--- config.mk ---
export PLATFORM = sky130hd
export DESIGN_NAME = simproc_core_flat
export DESIGN_NICKNAME = d
export VERILOG_FILES = /design/src/rtl/simproc_pkg.sv /design/src/rtl/simproc_if.sv /design/src/rtl/simproc_core.sv /design/src/flat_wrapper.sv
export VERILOG_INCLUDE_DIRS = /design/src /design/src/rtl
export SDC_FILE = /design/constraint.sdc
export NUM_CORES = 1
export LEC_CHECK = 0
export ABC_AREA = 1
export BUFFER_PORTS_ARGS = -buffer_cell sky130_fd_sc_hd__clkbuf_2
export CAP_MARGIN = 20
export CELL_PAD_IN_SITES_DETAIL_PLACEMENT = 1
export CELL_PAD_IN_SITES_GLOBAL_PLACEMENT = 1
export CORE_UTILIZATION = 33
export CTS_CLUSTER_DIAMETER = 60
export DETAILED_ROUTE_END_ITERATION = 8
export PLACE_DENSITY = 0.78
export SLEW_MARGIN = 20
export SYNTH_ARGS = -nofsm -noshare
export SYNTH_HDL_FRONTEND = slang
export SYNTH_SLANG_ARGS = --single-unit
--- constraint.sdc ---
create_clock -name clk -period 1.65 [get_ports clk]
set_input_delay 0.0825 -clock clk [delete_from_list [all_inputs] [get_ports clk]]
set_output_delay 0.0825 -clock clk [all_outputs]
set_load 0.1 [all_outputs]
--- src/rtl/simproc_config.svh ---
`ifndef SIMPROC_CONFIG_SVH
`define SIMPROC_CONFIG_SVH

// Datapath word width
`define SIMPROC_DATA_WIDTH 8

// Memory address width and depth
`define SIMPROC_ADDR_WIDTH 8
`define SIMPROC_MEM_DEPTH  256

// General purpose registers
`define SIMPROC_NUM_REGS   4

`endif

--- src/rtl/simproc_pkg.sv ---
`default_nettype none

`include "simproc_config.svh"

package simproc_pkg;

    // One data byte, also used for addresses and the PC
    typedef logic [`SIMPROC_DATA_WIDTH-1:0] word_t;

    typedef logic [$clog2(`SIMPROC_NUM_REGS)-1:0] reg_idx_t;

    // Instruction opcodes in the low nibble of the instruction
    // ORI and SHIFT only decode their low 3 bits
    typedef enum logic [3:0] {
        OP_LOAD  = 4'b0000,
        OP_JUMP  = 4'b0001,
        OP_STORE = 4'b0010,
        OP_SHIFT = 4'b0011,
        OP_ADD   = 4'b0100,
        OP_BPZ   = 4'b0101,
        OP_SUB   = 4'b0110,
        OP_ORI   = 4'b0111,
        OP_NAND  = 4'b1000,
        OP_BNZ   = 4'b1001,
        OP_BZ    = 4'b1010
    } opcode_t;

    typedef enum logic [2:0] {
        ALU_ADD  = 3'b000,
        ALU_SUB  = 3'b001,
        ALU_OR   = 3'b010,
        ALU_NAND = 3'b011,
        ALU_SHL  = 3'b100,
        ALU_SHR  = 3'b101
    } alu_op_t;

    typedef enum logic [2:0] {
        IDLE,
        CYCLE_1,
        CYCLE_2,
        CYCLE_3,
        CYCLE_4,
        CYCLE_5
    } core_state_t;

endpackage

`default_nettype wire

--- src/rtl/simproc_if.sv ---
`default_nettype none
`timescale 1ns/1ps

// Processor side of the shared memory
interface mem_port_if;
    simproc_pkg::word_t addr;
    simproc_pkg::word_t din;
    logic               we;
    simproc_pkg::word_t dout;

    modport core (
        output addr, din, we,
        input  dout
    );

    modport memory (
        input  addr, din, we,
        output dout
    );
endinterface

// Two read ports and one write port of the register file
interface rf_port_if;
    simproc_pkg::reg_idx_t idx_a;
    simproc_pkg::reg_idx_t idx_b;
    simproc_pkg::reg_idx_t idx_w;
    simproc_pkg::word_t    wdata;
    logic                  we;
    simproc_pkg::word_t    rdata_a;
    simproc_pkg::word_t    rdata_b;

    modport core (
        output idx_a, idx_b, idx_w, wdata, we,
        input  rdata_a, rdata_b
    );

    modport regfile (
        input  idx_a, idx_b, idx_w, wdata, we,
        output rdata_a, rdata_b
    );
endinterface

`default_nettype wire

--- src/rtl/simproc_core.sv ---
`default_nettype none
`timescale 1ns/1ps

`include "simproc_config.svh"

module simproc_core (
    input  wire logic                 clk,
    input  wire logic                 rst,
    mem_port_if.core                  mem,
    rf_port_if.core                   rf,
    output simproc_pkg::alu_op_t      alu_op,
    output simproc_pkg::word_t        alu_a,
    output simproc_pkg::word_t        alu_b,
    input  wire simproc_pkg::word_t   alu_result,
    input  wire logic                 alu_n,
    input  wire logic                 alu_z,
    input  wire simproc_pkg::word_t   pc_set_val,
    input  wire logic                 pc_set_wr,
    input  wire logic                 run,
    output simproc_pkg::word_t        pc,
    output logic                      halt,
    output logic                      done
);

    simproc_pkg::core_state_t state;
    simproc_pkg::core_state_t next_state;

    // Datapath registers
    simproc_pkg::word_t ir;
    simproc_pkg::word_t opnd_a;
    simproc_pkg::word_t opnd_b;
    simproc_pkg::word_t mdr;
    simproc_pkg::word_t alu_reg;
    logic               n_flag;
    logic               z_flag;

    // Register load strobes
    simproc_pkg::word_t pc_next;
    logic               pc_wr;
    logic               ir_load;
    logic               ab_load;
    logic               mdr_load;
    logic               res_load;
    logic               flag_wr;

    // Instruction decode
    simproc_pkg::opcode_t opc;
    logic                 is_arith;
    logic                 is_shift;
    logic                 is_ori;
    logic                 is_branch;
    logic                 take_branch;

    always_comb begin
        opc       = simproc_pkg::opcode_t'(ir[3:0]);
        is_arith  = (opc == simproc_pkg::OP_ADD) || (opc == simproc_pkg::OP_SUB) ||
                    (opc == simproc_pkg::OP_NAND);
        is_shift  = (ir[2:0] == 3'(simproc_pkg::OP_SHIFT));
        is_ori    = (ir[2:0] == 3'(simproc_pkg::OP_ORI));
        is_branch = (opc == simproc_pkg::OP_BZ) || (opc == simproc_pkg::OP_BNZ) ||
                    (opc == simproc_pkg::OP_BPZ) || (opc == simproc_pkg::OP_JUMP);

        case (opc)
            simproc_pkg::OP_BZ:   take_branch = z_flag;
            simproc_pkg::OP_BNZ:  take_branch = !z_flag;
            simproc_pkg::OP_BPZ:  take_branch = !n_flag;
            simproc_pkg::OP_JUMP: take_branch = 1'b1;
            default:              take_branch = 1'b0;
        endcase
    end

    always_comb begin
        next_state = state;
        done       = 1'b0;
        halt       = 1'b0;
        pc_next    = alu_result;
        pc_wr      = 1'b0;
        mem.addr   = '0;
        mem.din    = '0;
        mem.we     = 1'b0;
        rf.idx_a   = '0;
        rf.idx_b   = '0;
        rf.idx_w   = '0;
        rf.wdata   = '0;
        rf.we      = 1'b0;
        alu_op     = simproc_pkg::ALU_ADD;
        alu_a      = '0;
        alu_b      = '0;
        ir_load    = 1'b0;
        ab_load    = 1'b0;
        mdr_load   = 1'b0;
        res_load   = 1'b0;
        flag_wr    = 1'b0;

        case (state)
            simproc_pkg::IDLE: begin
                halt    = 1'b1;
                pc_next = pc_set_val;
                pc_wr   = pc_set_wr;
                if (run) begin
                    next_state = simproc_pkg::CYCLE_1;
                end
            end

            simproc_pkg::CYCLE_1: begin
                // Fetch, PC+1 through the ALU
                mem.addr   = pc;
                ir_load    = 1'b1;
                alu_a      = pc;
                alu_b      = simproc_pkg::word_t'(1);
                pc_wr      = 1'b1;
                next_state = simproc_pkg::CYCLE_2;
            end

            simproc_pkg::CYCLE_2: begin
                rf.idx_a   = ir[7:6];
                rf.idx_b   = ir[5:4];
                ab_load    = 1'b1;
                next_state = simproc_pkg::CYCLE_3;
            end

            simproc_pkg::CYCLE_3: begin
                // Unknown opcodes fall back to idle with no done
                next_state = simproc_pkg::IDLE;
                if (is_arith) begin
                    case (opc)
                        simproc_pkg::OP_SUB:  alu_op = simproc_pkg::ALU_SUB;
                        simproc_pkg::OP_NAND: alu_op = simproc_pkg::ALU_NAND;
                        default:              alu_op = simproc_pkg::ALU_ADD;
                    endcase
                    alu_a      = opnd_a;
                    alu_b      = opnd_b;
                    res_load   = 1'b1;
                    flag_wr    = 1'b1;
                    next_state = simproc_pkg::CYCLE_4;
                end
                else if (is_shift) begin
                    alu_op     = ir[5] ? simproc_pkg::ALU_SHL : simproc_pkg::ALU_SHR;
                    alu_a      = opnd_a;
                    alu_b      = {{(`SIMPROC_DATA_WIDTH-2){1'b0}}, ir[4:3]};
                    res_load   = 1'b1;
                    flag_wr    = 1'b1;
                    next_state = simproc_pkg::CYCLE_4;
                end
                else if (opc == simproc_pkg::OP_LOAD) begin
                    mem.addr   = opnd_b;
                    mdr_load   = 1'b1;
                    next_state = simproc_pkg::CYCLE_4;
                end
                else if (opc == simproc_pkg::OP_STORE) begin
                    mem.addr = opnd_b;
                    mem.din  = opnd_a;
                    mem.we   = 1'b1;
                    done     = 1'b1;
                end
                else if (is_branch) begin
                    // PC already points past the branch
                    alu_a = pc;
                    alu_b = {{(`SIMPROC_DATA_WIDTH-4){ir[7]}}, ir[7:4]};
                    pc_wr = take_branch;
                    done  = 1'b1;
                end
                else if (is_ori) begin
                    // Reload A with register 0
                    rf.idx_a   = '0;
                    rf.idx_b   = ir[5:4];
                    ab_load    = 1'b1;
                    next_state = simproc_pkg::CYCLE_4;
                end
            end

            simproc_pkg::CYCLE_4: begin
                next_state = simproc_pkg::IDLE;
                if (is_arith || is_shift) begin
                    rf.idx_w = ir[7:6];
                    rf.wdata = alu_reg;
                    rf.we    = 1'b1;
                    done     = 1'b1;
                end
                else if (opc == simproc_pkg::OP_LOAD) begin
                    rf.idx_w = ir[7:6];
                    rf.wdata = mdr;
                    rf.we    = 1'b1;
                    done     = 1'b1;
                end
                else if (is_ori) begin
                    alu_op     = simproc_pkg::ALU_OR;
                    alu_a      = opnd_a;
                    alu_b      = {{(`SIMPROC_DATA_WIDTH-5){1'b0}}, ir[7:3]};
                    res_load   = 1'b1;
                    flag_wr    = 1'b1;
                    next_state = simproc_pkg::CYCLE_5;
                end
            end

            simproc_pkg::CYCLE_5: begin
                // ORI write-back into register 0
                rf.idx_w = '0;
                rf.wdata = alu_reg;
                rf.we    = 1'b1;
                done     = 1'b1;
            end

            default: begin
                next_state = simproc_pkg::IDLE;
            end
        endcase

        // Last cycle of an instruction chains into the next one while run is high
        if (done) begin
            next_state = run ? simproc_pkg::CYCLE_1 : simproc_pkg::IDLE;
        end
    end

    always_ff @(posedge clk) begin
        if (rst) begin
            state   <= simproc_pkg::IDLE;
            pc      <= '0;
            ir      <= '0;
            opnd_a  <= '0;
            opnd_b  <= '0;
            mdr     <= '0;
            alu_reg <= '0;
            n_flag  <= 1'b0;
            z_flag  <= 1'b0;
        end
        else begin
            state <= next_state;
            if (pc_wr) begin
                pc <= pc_next;
            end
            if (ir_load) begin
                ir <= mem.dout;
            end
            if (ab_load) begin
                opnd_a <= rf.rdata_a;
                opnd_b <= rf.rdata_b;
            end
            if (mdr_load) begin
                mdr <= mem.dout;
            end
            if (res_load) begin
                alu_reg <= alu_result;
            end
            if (flag_wr) begin
                n_flag <= alu_n;
                z_flag <= alu_z;
            end
        end
    end

endmodule

`default_nettype wire

--- src/flat_wrapper.sv ---
// flat-port wrapper written by rule: the top's interface ports become plain ports
module simproc_core_flat 
  (clk, rst, alu_op, alu_a, alu_b, alu_result, alu_n, alu_z, pc_set_val, pc_set_wr, run, pc, halt, done, mem_addr, mem_din, mem_we, mem_dout, rf_idx_a, rf_idx_b, rf_idx_w, rf_wdata, rf_we, rf_rdata_a, rf_rdata_b);
  mem_port_if mem_i ();
  rf_port_if rf_i ();
  input  wire logic clk;
  input  wire logic rst;
  output simproc_pkg::alu_op_t alu_op;
  output simproc_pkg::word_t alu_a;
  output simproc_pkg::word_t alu_b;
  input  wire simproc_pkg::word_t alu_result;
  input  wire logic alu_n;
  input  wire logic alu_z;
  input  wire simproc_pkg::word_t pc_set_val;
  input  wire logic pc_set_wr;
  input  wire logic run;
  output simproc_pkg::word_t pc;
  output logic halt;
  output logic done;
  output wire logic [$bits(mem_i.addr)-1:0] mem_addr;
  output wire logic [$bits(mem_i.din)-1:0] mem_din;
  output wire logic [$bits(mem_i.we)-1:0] mem_we;
  input wire logic [$bits(mem_i.dout)-1:0] mem_dout;
  output wire logic [$bits(rf_i.idx_a)-1:0] rf_idx_a;
  output wire logic [$bits(rf_i.idx_b)-1:0] rf_idx_b;
  output wire logic [$bits(rf_i.idx_w)-1:0] rf_idx_w;
  output wire logic [$bits(rf_i.wdata)-1:0] rf_wdata;
  output wire logic [$bits(rf_i.we)-1:0] rf_we;
  input wire logic [$bits(rf_i.rdata_a)-1:0] rf_rdata_a;
  input wire logic [$bits(rf_i.rdata_b)-1:0] rf_rdata_b;
  assign mem_addr = mem_i.addr;
  assign mem_din = mem_i.din;
  assign mem_we = mem_i.we;
  assign mem_i.dout = mem_dout;
  assign rf_idx_a = rf_i.idx_a;
  assign rf_idx_b = rf_i.idx_b;
  assign rf_idx_w = rf_i.idx_w;
  assign rf_wdata = rf_i.wdata;
  assign rf_we = rf_i.we;
  assign rf_i.rdata_a = rf_rdata_a;
  assign rf_i.rdata_b = rf_rdata_b;
  simproc_core u_core (.clk(clk), .rst(rst), .mem(mem_i), .rf(rf_i), .alu_op(alu_op), .alu_a(alu_a), .alu_b(alu_b), .alu_result(alu_result), .alu_n(alu_n), .alu_z(alu_z), .pc_set_val(pc_set_val), .pc_set_wr(pc_set_wr), .run(run), .pc(pc), .halt(halt), .done(done));
endmodule
==> results of run 1 <==
stage by stage:
stage	setup WS, ps	hold WS (ps)	setup TNS (ps)	util [%]	std cells
after CTS	-287	14.8	-9760	68.0	676
after detailed placement	-39.5	339	-241	59.8	641
after global placement	19.3	309	0	59.8	641
after floorplan	-731	217	-15960	-	415
routing by layer:
metal / track usage (%) / overflow
met4: 94.1 / 79
met1: 79.9 / 0
met5: 12.2 / 0
met3: 63.3 / 0
met2: 102 / 121
repair_timing:
action                     in CTS
pin swaps                      19
hold endpoints to repair        0
setup endpoints to repair      53
cloned                          3
gates resized for setup        91
setup buffers                  25
logic make-up after synthesis:
family          synth area share (%)
buf+inv                         10.7
simple gates                    25.3
compound gates                  25.6
flops                           38.4
==> impl_metrics.ini, run 1 <==
[status]
status = did not finish
haltStage = 5_1_grt
error = [ERROR GRT-0232] Routing congestion too high. Check the congestion heatmap in the GUI.

[floorplan]
start_util_pct = 33.8
row_count = 33
die_h_um = 93.5
ios = 107
die_w_um = 93.5

[yosys]
synthTopCellsByArea = dfxtp_1, o21ai_0, nor2_1
ys_top_cells_by_count = nor2_1, nand2_1, o21ai_0, dfxtp_1, inv_1
synth_ff_type = dfxtp_1
yosys.area.top_type = dfxtp_1
ys_types = 28
yosysTopAreaCellShare_pct = 38.4
synth_most_common_cell = nor2_1
syn_nets = 461
synthCells = 415
ys_ff_latch = 53
synth_area_sq_um = 2760
syn_area_per_cell_sq_um = 6.66
async_flop_share_pct = 0
synth_warnings = 0
seq_area_frac_synth_pct = 38.4
synth_edf_count = 0

[placed_design]
gp_congestion = 0.880
place_area_sq_um = 4890
dp_hpwl_um = 9960
numPortBuffers = 106

[cts]
cts_hold_buf = 0
clockBufferDepth = 2
cts_buffers = 5
cts_sinks = 53
cts_root_buf = clkbuf_8
h-tree-depth = 2

[grt]
grt_max_degree = 44
overflow = 200
grt.total_usage_pct = 82.5

[sta]
grt-worst-endpoint = rf_wdata[1]
worst-ep-kind = output port
==> inputs of run 2 (changes only) <==
- CELL_PAD_IN_SITES_DETAIL_PLACEMENT: 1 -> default
- CELL_PAD_IN_SITES_GLOBAL_PLACEMENT: 1 -> default
- CORE_UTILIZATION: 33 -> 40
- CTS_CLUSTER_DIAMETER: 60 -> default
- PLACE_DENSITY: 0.78 -> default
- PLACE_DENSITY_LB_ADDON: default -> 0.15
==> run 2 against run 1 <==
  * The flow now finishes, with violations (setup timing)
  * Synthesized cell count unchanged
  * Synthesized area stayed put
==> impl_metrics.ini, run 2 <==
[status]
status = finished, violations left
violations = setup timing

[flow_run]
maxCapViolations = 0

[finish]
finalNonFillerCells = 649
mostFrequentLayoutCell = buf_12
fill_cells = 276
drive_above_1_share_pct = 55.2
final_cell_mix = buf_12, clkbuf_2, dfxtp_1
design_area_sq_um = 5700
nets = 618
area_growth_pct = 106
diodes = 0

[drt]
vias = 3933
firstDrtPassIters = 7
wire_per_inst_um = 22.5
drt-total-wl_um = 14600
via_per_inst = 6.06
drtIter0Drc = 409
drc = 0
ant_nets = 0

[cts]
cts_tree = done
cts_hold_buf = 0
cts_root_buf = clkbuf_8
worstSkewPairLatency_ps = 310
cts_buffers = 5
cts_sinks = 53
clockBufferDepth = 2
h-tree-depth = 2
clk_pin_slew_ps = 100

[sta]
skew_ps = 9.51
holdWs_ps = 19.2
max_freq_mhz = 507
min_period_over_period_pct = 119
layout_setup_ws_ps = -321
max-slew-margin-rel_pct = 63.7
timing.final.hold_violations = 0
setup_viol = 60
rsz0062_at_grt = true
min_period_ps = 1970
drv_slew = 0
tightest_slew_ps = 546

[yosys]
synthCells = 415
synth_ff_type = dfxtp_1
synth_area_sq_um = 2760
synthTopCellsByArea = dfxtp_1, o21ai_0, nor2_1
synth_warnings = 0
async_flop_share_pct = 0
ys_types = 28
syn_nets = 461
syn_area_per_cell_sq_um = 6.66
yosysTopAreaCellShare_pct = 38.4
ys_ff_latch = 53
yosys.area.top_type = dfxtp_1
synth_most_common_cell = nor2_1
ys_top_cells_by_count = nor2_1, nand2_1, o21ai_0, dfxtp_1, inv_1
seq_area_frac_synth_pct = 38.4
synth_edf_count = 0

[placed_design]
dpl_worst_slack_ps = -21.4
dp_hpwl_um = 7730
gp_congestion = 0.925
place_inst = 615
place_area_sq_um = 4870
numPortBuffers = 106

[pwr]
leakage_uw = 0.00229
peakVddDrop_v = 0.000867
powerDensity_nw_per_um2 = 862

[setup_path]
path_max_fanout = 10
critPathLaunchType = register
critPathKind = reg2out
cp-end-kind = output pin
crit_required_ps = 1570
arrival_ps = 1890

[grt]
overflow = 0
grt_max_degree = 28
grt_pass1_vias = 3655
grt.total_usage_pct = 33.1
antenna_found_initial = 0
grt_pass1_wl_um = 18500

[floorplan]
core_sq_um = 6490
row_count = 29
start_util_pct = 42.5
die_w_um = 85.1
ios = 107
die-area_sq_um = 7240
die_h_um = 85.1

[hold_path]
hold_class = in2reg
-- run 2: path summary, 6_finish.rpt --
kind | startpoint | end | slack (ps) | depth (start not counted)
worst max-delay path | u_core.ir[1] | alu_a[1] | -320 | 8
worst min-delay path | alu_result[4] | u_core.alu_reg[4] | 20 | 3
worst min register to register | u_core.alu_reg[4] | u_core.alu_reg[4] | 500 | 2
worst max register to register | u_core.state[2] | u_core.ir[2] | -80 | 6
-- run 2: layout make-up --
class	count	area (sq um)	share of cell area (%)
multi-input cells	290	2270	39.9
repair buffers	165	1870	32.8
flip-flops and latches	53	1090	19.1
inverters	57	269	4.72
well taps	77	96.3	1.69
clock buffers	5	68.8	1.21
clock inverters	2	35.0	0.615
-- run 2: per-layer routing --
metal | vias to the layer above | wire, um | global-route usage, %
li1 | 1675 | - | -
met1 | 1841 | 4960 | 39.1
met2 | 318 | 7170 | 57.4
met3 | 99 | 1410 | 5.74
met4 | 0 | 1040 | 17.4
met5 | - | 0 | 0
-- run 2: report_power, final --
group	total, uW	internal [uW]	switching [uW]
registers	1580	1430	153
clock network	880	442	438
logic	2460	792	1660
total	4910	2660	2260
-- run 2: kinds of logic (layout without fill, tap and decap cells) --
logic type / after synthesis / count (layout) / share of synthesized area, %
buf+inv: 72 / 229 / 10.7
compound gates: 126 / 126 / 25.6
flops: 53 / 53 / 38.4
simple gates: 164 / 164 / 25.3
-- run 2: per-stage QoR --
| stage | setup TNS (ps) | power [uW] | util, % |
|---|---|---|---|
| CTS | -5340 | 4550 | 83.1 |
| global placement | 0 | 3430 | 75.0 |
| finish | -11020 | 4910 | 87.7 |
| floorplan | -15960 | 2850 | - |
| global route | -13640 | 5030 | 87.7 |
| detailed placement | -42.7 | 3460 | 75.0 |
-- run 2: timing repair --
action / in CTS / in global routing
gates cloned: 1 / 0
setup endpoints to repair: 48 / 81
buffers inserted: 19 / 8
resized for setup: 72 / 82
pin swaps: 15 / 21
-- run 2: critical path, cell delays in order (launching register included) --
cell	delay (ps)
dfxtp_4	440
inv_4	60
nor2_4	190
nand2_4	100
nand2_4	110
nand2_8	110
a21oi_2	180
o21bai_4	170
buf_12	200
(Power assumes the default switching activity.)
==> inputs of run 3 (changes only) <==
- ABC_AREA: 1 -> default
- PLACE_DENSITY: default -> 0.7
- PLACE_DENSITY_LB_ADDON: 0.15 -> default
==> run 3 against run 2 <==
  * The run still ends with setup timing left
  * Synthesized cell count decreased by 19%
  * Clock skew rose by 7.1 ps
  * Worst hold slack got worse by 5.7 ps
  * Critical path depth shrank 2
  * Combinational power is 15% higher
  * Sequential power grew 4%
  * Highest routed layer unchanged
==> impl_metrics.ini, run 3 <==
[status]
status = finished, violations left
violations = setup timing

[finish]
final_cell_mix = buf_12, clkbuf_2, dfxtp_1
nets = 543
design_area_sq_um = 5670
area_growth_pct = 100
drive_above_1_share_pct = 60.4
diodes = 0
mostFrequentLayoutCell = buf_12

[floorplan]
die_w_um = 86.1
ios = 107
die_h_um = 86.1
row_count = 30
start_util_pct = 41.6
die-area_sq_um = 7410
core_sq_um = 6790

[cts]
clk_pin_slew_ps = 110
cts_sinks = 53
clockBufferDepth = 2
worstSkewPairLatency_ps = 310
cts_tree = done
h-tree-depth = 2
cts_root_buf = clkbuf_8
cts_buffers = 5

[yosys]
seq_area_frac_synth_pct = 37.5
ys_ff_latch = 53
synth_edf_count = 0
synthTopCellsByArea = dfxtp_1, mux2i_1, a22o_1
ys_top_cells_by_count = nor2_1, dfxtp_1, nand2_1, mux2i_1, a22o_1
synthCells = 336
synth_top_family_by_area = simple AND/OR/NAND/NOR gates
synth_ff_type = dfxtp_1
synth_most_common_cell = nor2_1
yosysTopAreaCellShare_pct = 37.5
syn_nets = 382
synth_fa_ha_area_share_pct = 0
syn_area_per_cell_sq_um = 8.42
synth_area_sq_um = 2830
synth-compound-area-share_pct = 21.2
synthSimpleGateAreaFrac_pct = 23.8
synth_xor_area_share_pct = 0.310
muxShareOfSynthArea_pct = 11.3
yosys.area.top_type = dfxtp_1
synth_warnings = 0
ys_types = 43
async_flop_share_pct = 0

[sta]
max_freq_mhz = 478
skew_ps = 16.6
layout_setup_ws_ps = -444
min_period_over_period_pct = 127
holdWs_ps = 13.4
drv_slew = 0
min_period_ps = 2090
setup_viol = 92
tightest_slew_ps = 787
rsz0062_at_grt = true
timing.final.hold_violations = 0
max-slew-margin-rel_pct = 47.2

[pwr]
leakage_uw = 0.00236
power_frac_comb_pct = 52.4
clkPwrFrac_pct = 17.1
peakVddDrop_v = 0.000756
powerDensity_nw_per_um2 = 951
p_sw_uw = 2410
cellInternalPower_uw = 2980
seqPwrFrac_pct = 30.5
swShare_pct = 44.7

[drt]
vias = 3436
drtIter0Drc = 261
ant_nets = 0
firstDrtPassIters = 5
drt-total-wl_um = 12400
wire_per_inst_um = 20.8
via_per_inst = 5.78
drc = 0

[grt]
grt.total_usage_pct = 31.7
antenna_found_initial = 0
grt_pass1_vias = 3456
overflow = 0
grt_max_degree = 27
grt_pass1_wl_um = 18100

[hold_path]
hold_class = in2reg

[setup_path]
critPathLaunchType = register
critPathKind = reg2out
cp-end-kind = output pin
crit_required_ps = 1570
arrival_ps = 2010
path_max_fanout = 18

[placed_design]
place_area_sq_um = 4930
gp_congestion = 0.882
dp_hpwl_um = 7620
numPortBuffers = 106

[flow_run]
maxCapViolations = 0
==> run 3: final timing paths <==
check / slack, ps / startpoint / to / cells past startpoint
setup / recovery: -440 / u_core.ir[1] / alu_a[6] / 6
hold / removal: 10 / rf_rdata_a[2] / u_core.opnd_a[2] / 3
setup reg to reg: -320 / u_core.ir[1] / u_core.pc[6] / 9
hold reg to reg: 480 / u_core.alu_reg[0] / u_core.alu_reg[0] / 2
==> run 3: power groups by stage <==
stage,registers (uW),logic (uW),clock network [uW]
after CTS,1600,2620,911
final,1640,2820,920
after detailed placement,1620,2330,0
after floorplan,1880,1310,0
after global placement,1610,2290,0
after global routing,1660,2920,972
==> run 3: critical path, stage by stage (launching register included) <==
cell,delay [ps]
dfxtp_4,380
or3b_4,420
a21oi_2,210
o21a_1,180
buf_12,180
a22o_4,140
buf_12,170
==> run 3: layer usage <==
metal,global-route usage (%),part of all wire (%),up-vias
li1,-,-,1505
met1,38.7,38,1656
met2,57.3,52,224
met3,4.23,6.9,51
met4,10.2,3.4,0
met5,0,0,-
==> run 3: layout make-up <==
cell class,instances,area [sq um]
Inverter,4,15.0
Tap cell,96,120
Clock inverter,2,38.8
Clock buffer,6,72.6
Timing Repair Buffer,178,2080
Multi-Input combinational cell,255,2270
Sequential cell,53,1080
Fill cell,307,1130
==> run 3: cells by family after synthesis <==
kind of cell    count (synthesis)
compound gates                 81
xor+xnor                        1
buf+inv                        28
flops                          53
mux                            32
simple gates                  141
==> run 3: per-stage QoR <==
stage	std cells	TNS, ps	worst slack, ps	total power [uW]	utilization, %
floorplan	336	-3890	-361	3200	-
global placement	561	-1040	-62.6	3900	72.5
detailed placement	561	-2870	-169	3950	72.5
CTS	592	-17320	-407	5130	80.6
global route	594	-29200	-529	5550	83.4
finish	594	-24210	-444	5390	83.4
==> run 3: timing repair <==
action | CTS | global route
hold endpoints to repair | 6 | 0
buffers inserted | 13 | 6
endpoints found under the setup margin | 79 | 92
gates cloned | 4 | 0
gates resized for setup | 48 | 57
pin swaps | 16 | 26
hold buffers | 6 | 0
